## src/design/be_settings.svh

```systemverilog
//////////////////////////////////////////////////
// Widths, depths and RV32 encodings of the execute
// back end. BE_MUL_LATENCY has to equal
// BE_COMP_STAGES since the product lands in the
// commit stage
//////////////////////////////////////////////////
`ifndef BE_SETTINGS_SVH
`define BE_SETTINGS_SVH

`define BE_XLEN        32
`define BE_REG_ADDR_W  5
`define BE_COMP_STAGES 3
`define BE_MUL_LATENCY 3

// Major opcodes
`define BE_OPC_OP     7'b0110011
`define BE_OPC_OP_IMM 7'b0010011

`define BE_F3_ADD_SUB 3'b000
`define BE_F3_SLL     3'b001
`define BE_F3_SLT     3'b010
`define BE_F3_SLTU    3'b011
`define BE_F3_XOR     3'b100
`define BE_F3_SRL_SRA 3'b101
`define BE_F3_OR      3'b110
`define BE_F3_AND     3'b111
`define BE_F3_MUL     3'b000

`define BE_F7_BASE    7'b0000000
`define BE_F7_ALT     7'b0100000
`define BE_F7_MULDIV  7'b0000001

`endif

```

## src/design/be_pkg.sv

```systemverilog
//////////////////////////////////////////////////
// Instruction word views for the RV32 integer
// subset. Both views are 32 bits wide only with
// 5-bit register addresses
//////////////////////////////////////////////////
`include "be_settings.svh"

package be_pkg;

  // Same word seen as register-register or register-immediate form
  typedef union packed {
    struct packed {
      logic [6:0]                funct7;
      logic [`BE_REG_ADDR_W-1:0] rs2;
      logic [`BE_REG_ADDR_W-1:0] rs1;
      logic [2:0]                funct3;
      logic [`BE_REG_ADDR_W-1:0] rd;
      logic [6:0]                opcode;
    } rtype;
    struct packed {
      logic [11:0]               imm12;
      logic [`BE_REG_ADDR_W-1:0] rs1;
      logic [2:0]                funct3;
      logic [`BE_REG_ADDR_W-1:0] rd;
      logic [6:0]                opcode;
    } itype;
  } instr_u;

endpackage

```

## src/design/issue_stage.sv

```systemverilog
//////////////////////////////////////////////////
// Decode, operand bypass and reservation register.
// Forward source 0 is the execute stage and is the
// youngest. Register 0 is never forwarded
//////////////////////////////////////////////////
`timescale 1ns/1ps
`include "be_settings.svh"

module issue_stage (
  input  logic                                         clk_i,
  input  logic                                         rst_n_i,
  input  logic                                         dispatch_v_i,
  input  logic                                         flush_i,
  input  be_pkg::instr_u                               instr_i,
  input  logic [`BE_XLEN-1:0]                          rs1_data_i,
  input  logic [`BE_XLEN-1:0]                          rs2_data_i,
  input  logic [`BE_COMP_STAGES:0][`BE_REG_ADDR_W-1:0] fwd_rd_addr_i,
  input  logic [`BE_COMP_STAGES:0]                     fwd_w_v_i,
  input  logic [`BE_COMP_STAGES:0][`BE_XLEN-1:0]       fwd_data_i,
  output be_pkg::instr_u                               ex_instr_o,
  output logic [`BE_XLEN-1:0]                          ex_op_a_o,
  output logic [`BE_XLEN-1:0]                          ex_op_b_o,
  output logic                                         ex_int_v_o,
  output logic                                         ex_mul_v_o,
  output logic                                         ex_rd_w_v_o
);
  import be_pkg::*;

  localparam int unsigned src_cnt_lp = `BE_COMP_STAGES + 1;

  logic                  is_op;
  logic                  is_op_imm;
  logic                  is_mul;
  logic                  is_int;
  logic                  alt_ok;
  logic                  int_v;
  logic                  mul_v;
  logic                  rd_w_v;
  logic [src_cnt_lp-1:0] match_rs1;
  logic [src_cnt_lp-1:0] match_rs2;
  logic [`BE_XLEN-1:0]   bypass_rs1;
  logic [`BE_XLEN-1:0]   bypass_rs2;
  logic [`BE_XLEN-1:0]   imm_sext;
  logic [`BE_XLEN-1:0]   op_b;

  instr_u                instr_r;
  logic [`BE_XLEN-1:0]   op_a_r;
  logic [`BE_XLEN-1:0]   op_b_r;
  logic                  int_v_r;
  logic                  mul_v_r;
  logic                  rd_w_v_r;

  assign is_op     = (instr_i.rtype.opcode == `BE_OPC_OP);
  assign is_op_imm = (instr_i.itype.opcode == `BE_OPC_OP_IMM);

  // Only MUL is kept from the M extension
  assign is_mul = is_op
                & (instr_i.rtype.funct7 == `BE_F7_MULDIV)
                & (instr_i.rtype.funct3 == `BE_F3_MUL);

  // funct7 0100000 is legal only for SUB and SRA
  assign alt_ok = (instr_i.rtype.funct3 == `BE_F3_ADD_SUB)
                | (instr_i.rtype.funct3 == `BE_F3_SRL_SRA);

  always_comb
  begin
    is_int = 1'b0;
    if (is_op)
    begin
      is_int = (instr_i.rtype.funct7 == `BE_F7_BASE)
             | ((instr_i.rtype.funct7 == `BE_F7_ALT) & alt_ok);
    end
    else if (is_op_imm)
    begin
      case (instr_i.itype.funct3)
        `BE_F3_SLL:     is_int = (instr_i.rtype.funct7 == `BE_F7_BASE);
        `BE_F3_SRL_SRA: is_int = (instr_i.rtype.funct7 == `BE_F7_BASE)
                               | (instr_i.rtype.funct7 == `BE_F7_ALT);
        default:        is_int = 1'b1;
      endcase
    end
  end

  assign int_v  = dispatch_v_i & ~flush_i & is_int;
  assign mul_v  = dispatch_v_i & ~flush_i & is_mul;
  assign rd_w_v = (int_v | mul_v) & (instr_i.rtype.rd != '0);

  for (genvar i = 0; i < src_cnt_lp; i++)
  begin : g_match
    assign match_rs1[i] = fwd_w_v_i[i] & (instr_i.rtype.rs1 != '0)
                        & (fwd_rd_addr_i[i] == instr_i.rtype.rs1);
    assign match_rs2[i] = fwd_w_v_i[i] & (instr_i.rtype.rs2 != '0)
                        & (fwd_rd_addr_i[i] == instr_i.rtype.rs2);
  end

  // Walk from oldest to youngest so the youngest match wins
  always_comb
  begin
    bypass_rs1 = rs1_data_i;
    bypass_rs2 = rs2_data_i;
    for (int i = src_cnt_lp - 1; i >= 0; i--)
    begin
      if (match_rs1[i])
        bypass_rs1 = fwd_data_i[i];
      if (match_rs2[i])
        bypass_rs2 = fwd_data_i[i];
    end
  end

  assign imm_sext = {{(`BE_XLEN-12){instr_i.itype.imm12[11]}}, instr_i.itype.imm12};
  assign op_b     = is_op_imm ? imm_sext : bypass_rs2;

  always_ff @(posedge clk_i)
  begin
    instr_r <= instr_i;
    op_a_r  <= bypass_rs1;
    op_b_r  <= op_b;
  end

  always_ff @(posedge clk_i)
  begin
    if (!rst_n_i)
    begin
      int_v_r  <= 1'b0;
      mul_v_r  <= 1'b0;
      rd_w_v_r <= 1'b0;
    end
    else
    begin
      int_v_r  <= int_v;
      mul_v_r  <= mul_v;
      rd_w_v_r <= rd_w_v;
    end
  end

  assign ex_instr_o  = instr_r;
  assign ex_op_a_o   = op_a_r;
  assign ex_op_b_o   = op_b_r;
  assign ex_int_v_o  = int_v_r;
  assign ex_mul_v_o  = mul_v_r;
  assign ex_rd_w_v_o = rd_w_v_r;

endmodule

```

## src/design/pipe_int.sv

```systemverilog
//////////////////////////////////////////////////
// Single-cycle integer ALU, purely combinational.
// Result is meaningful only while the execute
// stage holds an integer instruction
//////////////////////////////////////////////////
`timescale 1ns/1ps
`include "be_settings.svh"

module pipe_int (
  input  be_pkg::instr_u      instr_i,
  input  logic [`BE_XLEN-1:0] op_a_i,
  input  logic [`BE_XLEN-1:0] op_b_i,
  output logic [`BE_XLEN-1:0] data_o
);

  logic                       is_sub;
  logic                       is_sra;
  logic [4:0]                 shamt;
  logic                       lt_signed;
  logic                       lt_unsigned;
  logic signed [`BE_XLEN-1:0] sra_res;
  logic [`BE_XLEN-1:0]        srl_res;

  // No SUBI exists, so bit 30 selects SUB only in the register form
  assign is_sub = (instr_i.rtype.opcode == `BE_OPC_OP) & instr_i.rtype.funct7[5];

  // SRAI carries the same bit 30 in its immediate
  assign is_sra = instr_i.rtype.funct7[5];

  assign shamt = op_b_i[4:0];

  assign lt_signed   = ($signed(op_a_i) < $signed(op_b_i));
  assign lt_unsigned = (op_a_i < op_b_i);

  assign sra_res = $signed(op_a_i) >>> shamt;
  assign srl_res = op_a_i >> shamt;

  always_comb
  begin
    case (instr_i.rtype.funct3)
      `BE_F3_ADD_SUB: data_o = is_sub ? (op_a_i - op_b_i) : (op_a_i + op_b_i);
      `BE_F3_SLL:     data_o = op_a_i << shamt;
      `BE_F3_SLT:     data_o = {{(`BE_XLEN-1){1'b0}}, lt_signed};
      `BE_F3_SLTU:    data_o = {{(`BE_XLEN-1){1'b0}}, lt_unsigned};
      `BE_F3_XOR:     data_o = op_a_i ^ op_b_i;
      `BE_F3_SRL_SRA: data_o = is_sra ? sra_res : srl_res;
      `BE_F3_OR:      data_o = op_a_i | op_b_i;
      `BE_F3_AND:     data_o = op_a_i & op_b_i;
      default:        data_o = '0;
    endcase
  end

endmodule

```

## src/design/pipe_mul.sv

```systemverilog
//////////////////////////////////////////////////
// Pipelined multiplier returning the low word.
// Product is ready in the third execute cycle and
// the last completion stage captures it
//////////////////////////////////////////////////
`timescale 1ns/1ps
`include "be_settings.svh"

module pipe_mul (
  input  logic                clk_i,
  input  logic                rst_n_i,
  input  logic                v_i,
  input  logic [`BE_XLEN-1:0] op_a_i,
  input  logic [`BE_XLEN-1:0] op_b_i,
  output logic [`BE_XLEN-1:0] data_o,
  output logic                v_o
);

  // First cycle multiplies at the inputs, the rest are register stages
  localparam int unsigned depth_lp = `BE_MUL_LATENCY - 1;

  logic [`BE_XLEN-1:0]               prod_lo;
  logic [depth_lp-1:0]               v_r;
  logic [depth_lp-1:0][`BE_XLEN-1:0] prod_r;

  // Low word is identical for signed and unsigned operands
  assign prod_lo = op_a_i * op_b_i;

  always_ff @(posedge clk_i)
  begin
    prod_r[0] <= prod_lo;
    for (int i = 1; i < depth_lp; i++)
      prod_r[i] <= prod_r[i-1];
  end

  always_ff @(posedge clk_i)
  begin
    if (!rst_n_i)
    begin
      v_r <= '0;
    end
    else
    begin
      v_r[0] <= v_i;
      for (int i = 1; i < depth_lp; i++)
        v_r[i] <= v_r[i-1];
    end
  end

  assign data_o = prod_r[depth_lp-1];
  assign v_o    = v_r[depth_lp-1];

endmodule

```

## src/design/completion_pipe.sv

```systemverilog
//////////////////////////////////////////////////
// Shifting completion stages. The last stage is the
// commit point and is never flushed. Results of
// the execute entry and every stage are forwarded
//////////////////////////////////////////////////
`timescale 1ns/1ps
`include "be_settings.svh"

module completion_pipe (
  input  logic                                         clk_i,
  input  logic                                         rst_n_i,
  input  logic                                         flush_i,
  input  logic                                         ex_v_i,
  input  logic [`BE_REG_ADDR_W-1:0]                    ex_rd_addr_i,
  input  logic                                         int_v_i,
  input  logic [`BE_XLEN-1:0]                          int_data_i,
  input  logic                                         mul_v_i,
  input  logic [`BE_XLEN-1:0]                          mul_data_i,
  output logic [`BE_COMP_STAGES:0][`BE_REG_ADDR_W-1:0] fwd_rd_addr_o,
  output logic [`BE_COMP_STAGES:0]                     fwd_w_v_o,
  output logic [`BE_COMP_STAGES:0][`BE_XLEN-1:0]       fwd_data_o,
  output logic                                         wb_v_o,
  output logic [`BE_REG_ADDR_W-1:0]                    wb_rd_addr_o,
  output logic [`BE_XLEN-1:0]                          wb_data_o
);

  localparam int unsigned stages_lp = `BE_COMP_STAGES;

  logic [`BE_XLEN-1:0]                      ex_data;
  logic [stages_lp-1:0]                     w_v_n;
  logic [stages_lp-1:0][`BE_REG_ADDR_W-1:0] rd_addr_n;
  logic [stages_lp-1:0][`BE_XLEN-1:0]       data_n;
  logic [stages_lp-1:0]                     w_v_r;
  logic [stages_lp-1:0][`BE_REG_ADDR_W-1:0] rd_addr_r;
  logic [stages_lp-1:0][`BE_XLEN-1:0]       data_r;

  // A multiply carries zero until its product arrives
  assign ex_data = int_v_i ? int_data_i : '0;

  always_comb
  begin
    w_v_n     = {w_v_r[stages_lp-2:0], ex_v_i};
    rd_addr_n = {rd_addr_r[stages_lp-2:0], ex_rd_addr_i};
    data_n    = {data_r[stages_lp-2:0], ex_data};

    // Product lands as its entry moves into the commit stage
    if (mul_v_i)
      data_n[stages_lp-1] = mul_data_i;

    // Kill everything that has not reached commit
    for (int i = 0; i < stages_lp - 1; i++)
      w_v_n[i] = w_v_n[i] & ~flush_i;
  end

  always_ff @(posedge clk_i)
  begin
    rd_addr_r <= rd_addr_n;
    data_r    <= data_n;
  end

  always_ff @(posedge clk_i)
  begin
    if (!rst_n_i)
      w_v_r <= '0;
    else
      w_v_r <= w_v_n;
  end

  // Source 0 is the execute entry, youngest first
  assign fwd_rd_addr_o = {rd_addr_r, ex_rd_addr_i};
  assign fwd_w_v_o     = {w_v_r, ex_v_i};
  assign fwd_data_o    = {data_r, ex_data};

  assign wb_v_o       = w_v_r[stages_lp-1];
  assign wb_rd_addr_o = rd_addr_r[stages_lp-1];
  assign wb_data_o    = data_r[stages_lp-1];

endmodule

```

## src/design/calc_top.sv

```systemverilog
//////////////////////////////////////////////////
// Execute back end top. No stall logic exists.
// A consumer of a multiply must be dispatched 4 or
// more cycles after it. Writeback is 4 cycles
// after dispatch for every instruction
//////////////////////////////////////////////////
`timescale 1ns/1ps
`include "be_settings.svh"

module calc_top (
  input  logic                      clk_i,
  input  logic                      rst_n_i,
  input  logic                      dispatch_v_i,
  input  be_pkg::instr_u            instr_i,
  input  logic [`BE_XLEN-1:0]       rs1_data_i,
  input  logic [`BE_XLEN-1:0]       rs2_data_i,
  input  logic                      flush_i,
  output logic                      wb_v_o,
  output logic [`BE_REG_ADDR_W-1:0] wb_rd_addr_o,
  output logic [`BE_XLEN-1:0]       wb_data_o
);
  import be_pkg::*;

  instr_u                                       ex_instr;
  logic [`BE_XLEN-1:0]                          ex_op_a;
  logic [`BE_XLEN-1:0]                          ex_op_b;
  logic                                         ex_int_v;
  logic                                         ex_mul_v;
  logic                                         ex_rd_w_v;
  logic [`BE_XLEN-1:0]                          int_data;
  logic [`BE_XLEN-1:0]                          mul_data;
  logic                                         mul_v;
  logic [`BE_COMP_STAGES:0][`BE_REG_ADDR_W-1:0] fwd_rd_addr;
  logic [`BE_COMP_STAGES:0]                     fwd_w_v;
  logic [`BE_COMP_STAGES:0][`BE_XLEN-1:0]       fwd_data;

  issue_stage issue_stage_i (
    .clk_i         (clk_i),
    .rst_n_i       (rst_n_i),
    .dispatch_v_i  (dispatch_v_i),
    .flush_i       (flush_i),
    .instr_i       (instr_i),
    .rs1_data_i    (rs1_data_i),
    .rs2_data_i    (rs2_data_i),
    .fwd_rd_addr_i (fwd_rd_addr),
    .fwd_w_v_i     (fwd_w_v),
    .fwd_data_i    (fwd_data),
    .ex_instr_o    (ex_instr),
    .ex_op_a_o     (ex_op_a),
    .ex_op_b_o     (ex_op_b),
    .ex_int_v_o    (ex_int_v),
    .ex_mul_v_o    (ex_mul_v),
    .ex_rd_w_v_o   (ex_rd_w_v)
  );

  pipe_int pipe_int_i (
    .instr_i (ex_instr),
    .op_a_i  (ex_op_a),
    .op_b_i  (ex_op_b),
    .data_o  (int_data)
  );

  pipe_mul pipe_mul_i (
    .clk_i   (clk_i),
    .rst_n_i (rst_n_i),
    .v_i     (ex_mul_v),
    .op_a_i  (ex_op_a),
    .op_b_i  (ex_op_b),
    .data_o  (mul_data),
    .v_o     (mul_v)
  );

  completion_pipe completion_pipe_i (
    .clk_i         (clk_i),
    .rst_n_i       (rst_n_i),
    .flush_i       (flush_i),
    .ex_v_i        (ex_rd_w_v),
    .ex_rd_addr_i  (ex_instr.rtype.rd),
    .int_v_i       (ex_int_v),
    .int_data_i    (int_data),
    .mul_v_i       (mul_v),
    .mul_data_i    (mul_data),
    .fwd_rd_addr_o (fwd_rd_addr),
    .fwd_w_v_o     (fwd_w_v),
    .fwd_data_o    (fwd_data),
    .wb_v_o        (wb_v_o),
    .wb_rd_addr_o  (wb_rd_addr_o),
    .wb_data_o     (wb_data_o)
  );

endmodule

```

## config.mk

```make
export PLATFORM = sky130hd
export DESIGN_NAME = calc_top
export DESIGN_NICKNAME = d
export VERILOG_FILES = /design/src/design/be_pkg.sv /design/src/design/issue_stage.sv /design/src/design/pipe_int.sv /design/src/design/pipe_mul.sv /design/src/design/completion_pipe.sv /design/src/design/calc_top.sv
export VERILOG_INCLUDE_DIRS = /design/src /design/src/design
export SDC_FILE = /design/constraint.sdc
export NUM_CORES = 2
export LEC_CHECK = 0
export BUFFER_PORTS_ARGS = -buffer_cell sky130_fd_sc_hd__buf_2
export CAP_MARGIN = 20
export CORE_ASPECT_RATIO = 2
export CORE_MARGIN = 8
export CORE_UTILIZATION = 40
export CTS_CLUSTER_SIZE = 24
export DETAILED_ROUTE_END_ITERATION = 10
export SLEW_MARGIN = 40
export SYNTH_ARGS = -nofsm -noshare
export SYNTH_HDL_FRONTEND = slang
export SYNTH_SLANG_ARGS = --single-unit
```

## constraint.sdc

```tcl
create_clock -name clk_i -period 17.9 [get_ports clk_i]
set_input_delay 3.58 -clock clk_i [delete_from_list [all_inputs] [get_ports clk_i]]
set_output_delay 3.58 -clock clk_i [all_outputs]
set_load 0.03 [all_outputs]
```

### Word level (Yosys, flattened, before mapping)

Index checks and enable logic that the tools add are counted.

* register bits after elaboration: 278
* bits of input ports: 100

* add/sub/neg operators: 2
* multipliers: 1
* magnitude comparators: 2
* equal/unequal tests: 22
* shift operators: 3
* multiplexer cells: 17
* bitwise gates (word level): 34
* reduce and logical (&&, ||, !) cells: 6

Operators with widths (count)
* 2-to-1 mux 32 bit: 13
* one-hot mux 32 bit (8 select lines): 1
* less-than comparator 32 bit: 2
* equality test 5 bit: 8
* adder 32 bit: 1
* bitwise AND 32 bit: 1
* multiplier 32 x 32 -> 32 bit: 1
* bitwise OR 32 bit: 1
* left shift 32 x 5 -> 32 bit: 1
* right shift 32 x 5 -> 32 bit: 1
* >>> shifter 32 x 5 -> 32 bit: 1
* subtractor 32 bit: 1
* bitwise XOR 32 bit: 1
* bitwise AND 1 bit: 26
* equality test 7 x 6 -> 1 bit (second input constant): 3
* equality test 3 bit (second input constant): 5
* nonzero test 5 bit: 3
* equality test 7 x 1 -> 1 bit (second input constant): 1
* equality test 7 x 5 -> 1 bit (second input constant): 1
* zero test 7 bit: 1
* equality test 3 x 1 -> 1 bit (second input constant): 2
* equality test 3 x 2 -> 1 bit (second input constant): 2
* zero test 3 bit: 2
* bitwise OR 1 bit: 4
* other kinds (3): 4

### Longest topological paths before layout

* word-level depth: 8
* depth in mapped cells: 31

### Hierarchy

From an unflattened synthesis, not the netlist that was laid out.

* cells, all modules: 4035
* area total of the unflattened synthesis: 35744.3 um^2

Modules (own cells, without submodules)
* pipe_mul: times used 1, cells each 1804, area an instance 17330.4 um^2
* pipe_int: times used 1, cells each 1303, area an instance 8648.3 um^2
* issue_stage: times used 1, cells each 631, area an instance 5885.6 um^2
* completion_pipe: times used 1, cells each 297, area an instance 3880.0 um^2

### Worst setup path after synthesis

OpenSTA, ideal clock, no wires.

* path type: reg-to-reg
* start point: register issue_stage_i.op_b_r[3], in the netlist issue_stage_i.ex_op_b_o[3]
* end point: register pipe_mul_i.prod_r[31] (netlist bit)
* arrival: 7985 ps
* required time: 17828 ps
* setup slack: 9843 ps
* stages on the path, launching flop included: 32
* path through: dfxtp_1 clkbuf_1 clkinv_1 clkbuf_1 clkbuf_1 clkbuf_1 buf_1 nor2_1 fa_1 inv_1 fa_1 fa_1 fa_1 inv_1 fa_1 inv_1 fa_1 inv_1 fa_1 fa_1 ha_1 clkbuf_1 a21o_1 a21o_1 a21o_1 a21oi_1 nor2b_1 a2111oi_0 o21ai_0 a21o_1 a21oi_1 xnor2_1

* cells in the longest elaborated chain, start to end: 1

RTL lines
* from (decl): line issue_stage.sv:48 `` logic [`BE_XLEN-1:0] op_b_r; ``
* from (signal assigned): line issue_stage.sv:117 `op_b_r <= op_b;`
* multiplier 32 x 32 -> 32 bit: line pipe_mul.sv:27 `assign prod_lo = op_a_i * op_b_i;`
* named net pipe_mul_i.prod_lo[31]: line pipe_mul.sv:22 `` logic [`BE_XLEN-1:0] prod_lo; ``
* to (signal, indexed assignment): line pipe_mul.sv:33 `prod_r[i] <= prod_r[i-1];`
* to (decl): line pipe_mul.sv:24 `` logic [depth_lp-1:0][`BE_XLEN-1:0] prod_r; ``

The timed path passes the listed nets, and every way through them passes these cells.
A chain may end at the register's enable or synchronous reset.

### Worst setup path in the final report

* start point: register issue_stage_i.op_b_r[6], in the netlist issue_stage_i.ex_op_b_o[6]
* end point: register pipe_mul_i.prod_r[31] (netlist bit)

The elaborated chain is that of the path after synthesis.

==> reports/qor.csv <==
metric;value;unit
hpwl;113.2;mm
worst_path_most_repeated_cell;fa_1;
rows;149;
globalRouteMet2Util;50.59;%
outcome;completed;
min_period_over_period;47.48;%
core_region_area;82030;um^2
finalSetupViolCount;0;
max_freq;0.1177;GHz
numCtsBuffers;28;
grt_pass1_vias;30390;
holdWs;0.3259;ns
yosysTopAreaCell;fa_1;
dr.pass1.iters;6;
ant_nets;0;
cts.sinks;263;
maxCapViolCount;0;
path_buf_inv;5;
layout_setup_ws;9.401;ns
ctsLongestPathBuffers;3;
cp_slowest_cell;clkinv_1;
crit_arrival;8.97;ns
syn_avg_cell_area;8.502;um^2
via_count;29440;
clk_pin_slew;0.07;ns
insertion_delay;0.62;ns
synthArstFlopShare;0;%
initial_core_util;40.09;%
finalCriticalPeriod;8.499;ns
hold_path_class;register to register;
cts_setup_buffers;0;
crit_family;adder cells;
die_h;421.5;um
slew_headroom;36.63;%
fin_tns_setup;0;ns
ctsHtreeMaxLevel;1;
post-place-ws;9.100;ns
gp_congestion;1.018;
cpPeakStageDelay;0.78;ns
hold_viol_final;0;
antenna_found_initial;18;
grt_overflow_total;0;
syn_nets;4598;
vias_per_cell;5.940;
grt_usage;31.44;%
syn_inst;3868;
netlist_area;32880;um^2
fin_skew;0.03435;ns
synth_seq_area_share;16.01;%
synth_edf_count;0;
met1_usage;37.54;%
yosys-top-cells-area;fa_1 (25%), dfxtp_1 (16%), ha_1 (8.4%);
synth_top_area_share;24.96;%
synth_top_flop_cell;dfxtp_1;
grt-busiest-layer;met2;
worstPathMaxFanout;19;
io_buffers;137;
postCtsHoldBufs;0;
ys_ff_latch;263;
wire_per_inst;29.67;um
cts-root-buf;clkbuf_16;
grt_max_degree;66;
nFillCells;8326;
chipWidth;218.7;um
nets;4550;
drc;0;
die_area;92200;um^2
rsz0062_at_grt;no;
routed_wl;147.1;mm
drtIter0Drc;2922;
critical_path_class;register to register;
end_kind;register;
worst_pin_slew;0.9505;ns
slew_viol_final;0;
grt_first_pass_wirelength;213.1;mm
ctsResizeCount;0;
synth.distinct_cells;84;
yosys_warnings;0;
cp.required;18.37;ns
gr-usage-met3;5.158;%
area_delta_synth_final;7.895;%
ios;138;
final_layout_size_suffix_gt1_share;11.09;%
cts_tree;done;
cp-start-kind;register;
## cells by family after synthesis
group           synth area share [%]
simple gates                   13.71
xor+xnor                       4.048
mux                            8.021
fa+ha+maj                      33.33
flops                          16.01
compound gates                 14.79
buf+inv                        10.09
## routing by layer
layer  vias to the layer above  wire [um]
met4                         2      13210
met1                     14740      54220
met3                       455      11530
met2                      1586      68080
met5                         -         13
li1                      12660          -
## registers in the layout (all words and copies together) (netlist names), 2 cells and up
register / flops
completion_pipe_i.fwd_data_o: 64
completion_pipe_i.fwd_rd_addr_o: 10
completion_pipe_i.w_v_r: 3
completion_pipe_i.wb_data_o: 32
completion_pipe_i.wb_rd_addr_o: 5
issue_stage_i.ex_instr_o: 16
issue_stage_i.ex_op_a_o: 32
issue_stage_i.ex_op_b_o: 32
pipe_mul_i.data_o: 32
pipe_mul_i.prod_r: 32
pipe_mul_i.v_r: 2
## synth_stat cells, drive strengths merged, types with 11 or more instances
library cell    n
clkbuf        179
mux2           40
nand2         379
buf           119
o211ai         28
and2           12
xor2           39
o221ai         28
o22ai          12
mux4           50
o21a           11
o21ai         157
or4            11
o21bai         15
nor4           19
a211oi        134
nor3           34
nor2b          12
a21o           30
or3            12
o31ai          15
nand3          18
xnor2         113
inv           512
fa            410
ha            220
nand4          14
nor2          522
a221oi         14
a21oi         184
mux2i         106
dfxtp         263
## final timing paths
kind                                      start                            end  slack (ns)  cells after the start
max          issue_stage_i.ex_op_b_o[6]$_DFF_P_  pipe_mul_i.prod_r[31]$_DFF_P_        9.40                     25
min               pipe_mul_i.prod_r[19]$_DFF_P_  pipe_mul_i.data_o[19]$_DFF_P_        0.33                      0
max reg2reg  issue_stage_i.ex_op_b_o[6]$_DFF_P_  pipe_mul_i.prod_r[31]$_DFF_P_        9.40                     25
min reg2reg       pipe_mul_i.prod_r[19]$_DFF_P_  pipe_mul_i.data_o[19]$_DFF_P_        0.33                      0
## worst register-to-register path: stages, from the launching register on
cell	delay (ns)
dfxtp_1	0.62
clkinv_1	0.78
nor2_1	0.39
fa_1	0.49
fa_1	0.53
fa_1	0.52
inv_1	0.05
fa_1	0.47
inv_1	0.05
fa_1	0.49
inv_1	0.05
fa_1	0.52
inv_1	0.05
fa_1	0.39
fa_1	0.45
ha_1	0.42
a21o_1	0.20
a21o_1	0.18
a21o_1	0.18
a21oi_1	0.16
nor2b_1	0.08
a2111oi_0	0.64
o21ai_0	0.22
a21o_1	0.20
a21oi_1	0.16
xnor2_1	0.09
## layout make-up
cell class / count / area [um^2] / area share (%)
Multi-Input combinational cell: 2785 / 24440 / 68.90
Sequential cell: 263 / 5284 / 14.89
Inverter: 522 / 1959 / 5.522
Tap cell: 1057 / 1323 / 3.727
Timing Repair Buffer: 220 / 1321 / 3.724
Clock buffer: 38 / 798.3 / 2.250
Clock inverter: 12 / 202.7 / 0.5713
Antenna cell: 59 / 147.6 / 0.4161
## layout by cell type (no fill, tap or decap), types with 12 or more instances in the layout
cell type  netlist  final
o221ai_1        26     25
o211ai_1        28     28
fa_1           410    410
a221oi_1        14     14
nand3_1         18     18
mux2i_1        106    106
diode_2          0     59
nor3_1          34     31
a21o_1          30     30
o22ai_1         12     12
xnor2_1        113    110
and2_1          12     12
mux2_2          40     40
nand4_1         14     14
ha_1           220    220
nor4_1          16     12
or3_1           12     12
xor2_1          39     38
nand2_1        379    379
nor2_1         521    519
a21oi_1        184    183
buf_4           42     82
o21ai_0        155    154
mux4_2          50     50
inv_1          505    504
a211oi_1       134    133
o21bai_1        15     15
clkbuf_16        0     28
buf_2           35    137
dfxtp_1        263    254
o31ai_1         15     14
## stage by stage
| step | utilization [%] | cell area [um^2] | instances |
|---|---|---|---|
| 6_report | 43.25 | 35480 | 4956 |
| 5_1_grt | 43.25 | 35480 | 4954 |
| 4_1_cts | 43.05 | 35310 | 4897 |
| 3_5_place_dp | 41.83 | 34310 | 4847 |
| 3_3_place_gp | 41.75 | 34240 | 4847 |
| 2_1_floorplan | - | 32880 | 3868 |
Power is not shown: default switching activity piles up to over one toggle a cycle in this logic, so the estimate is an artifact.
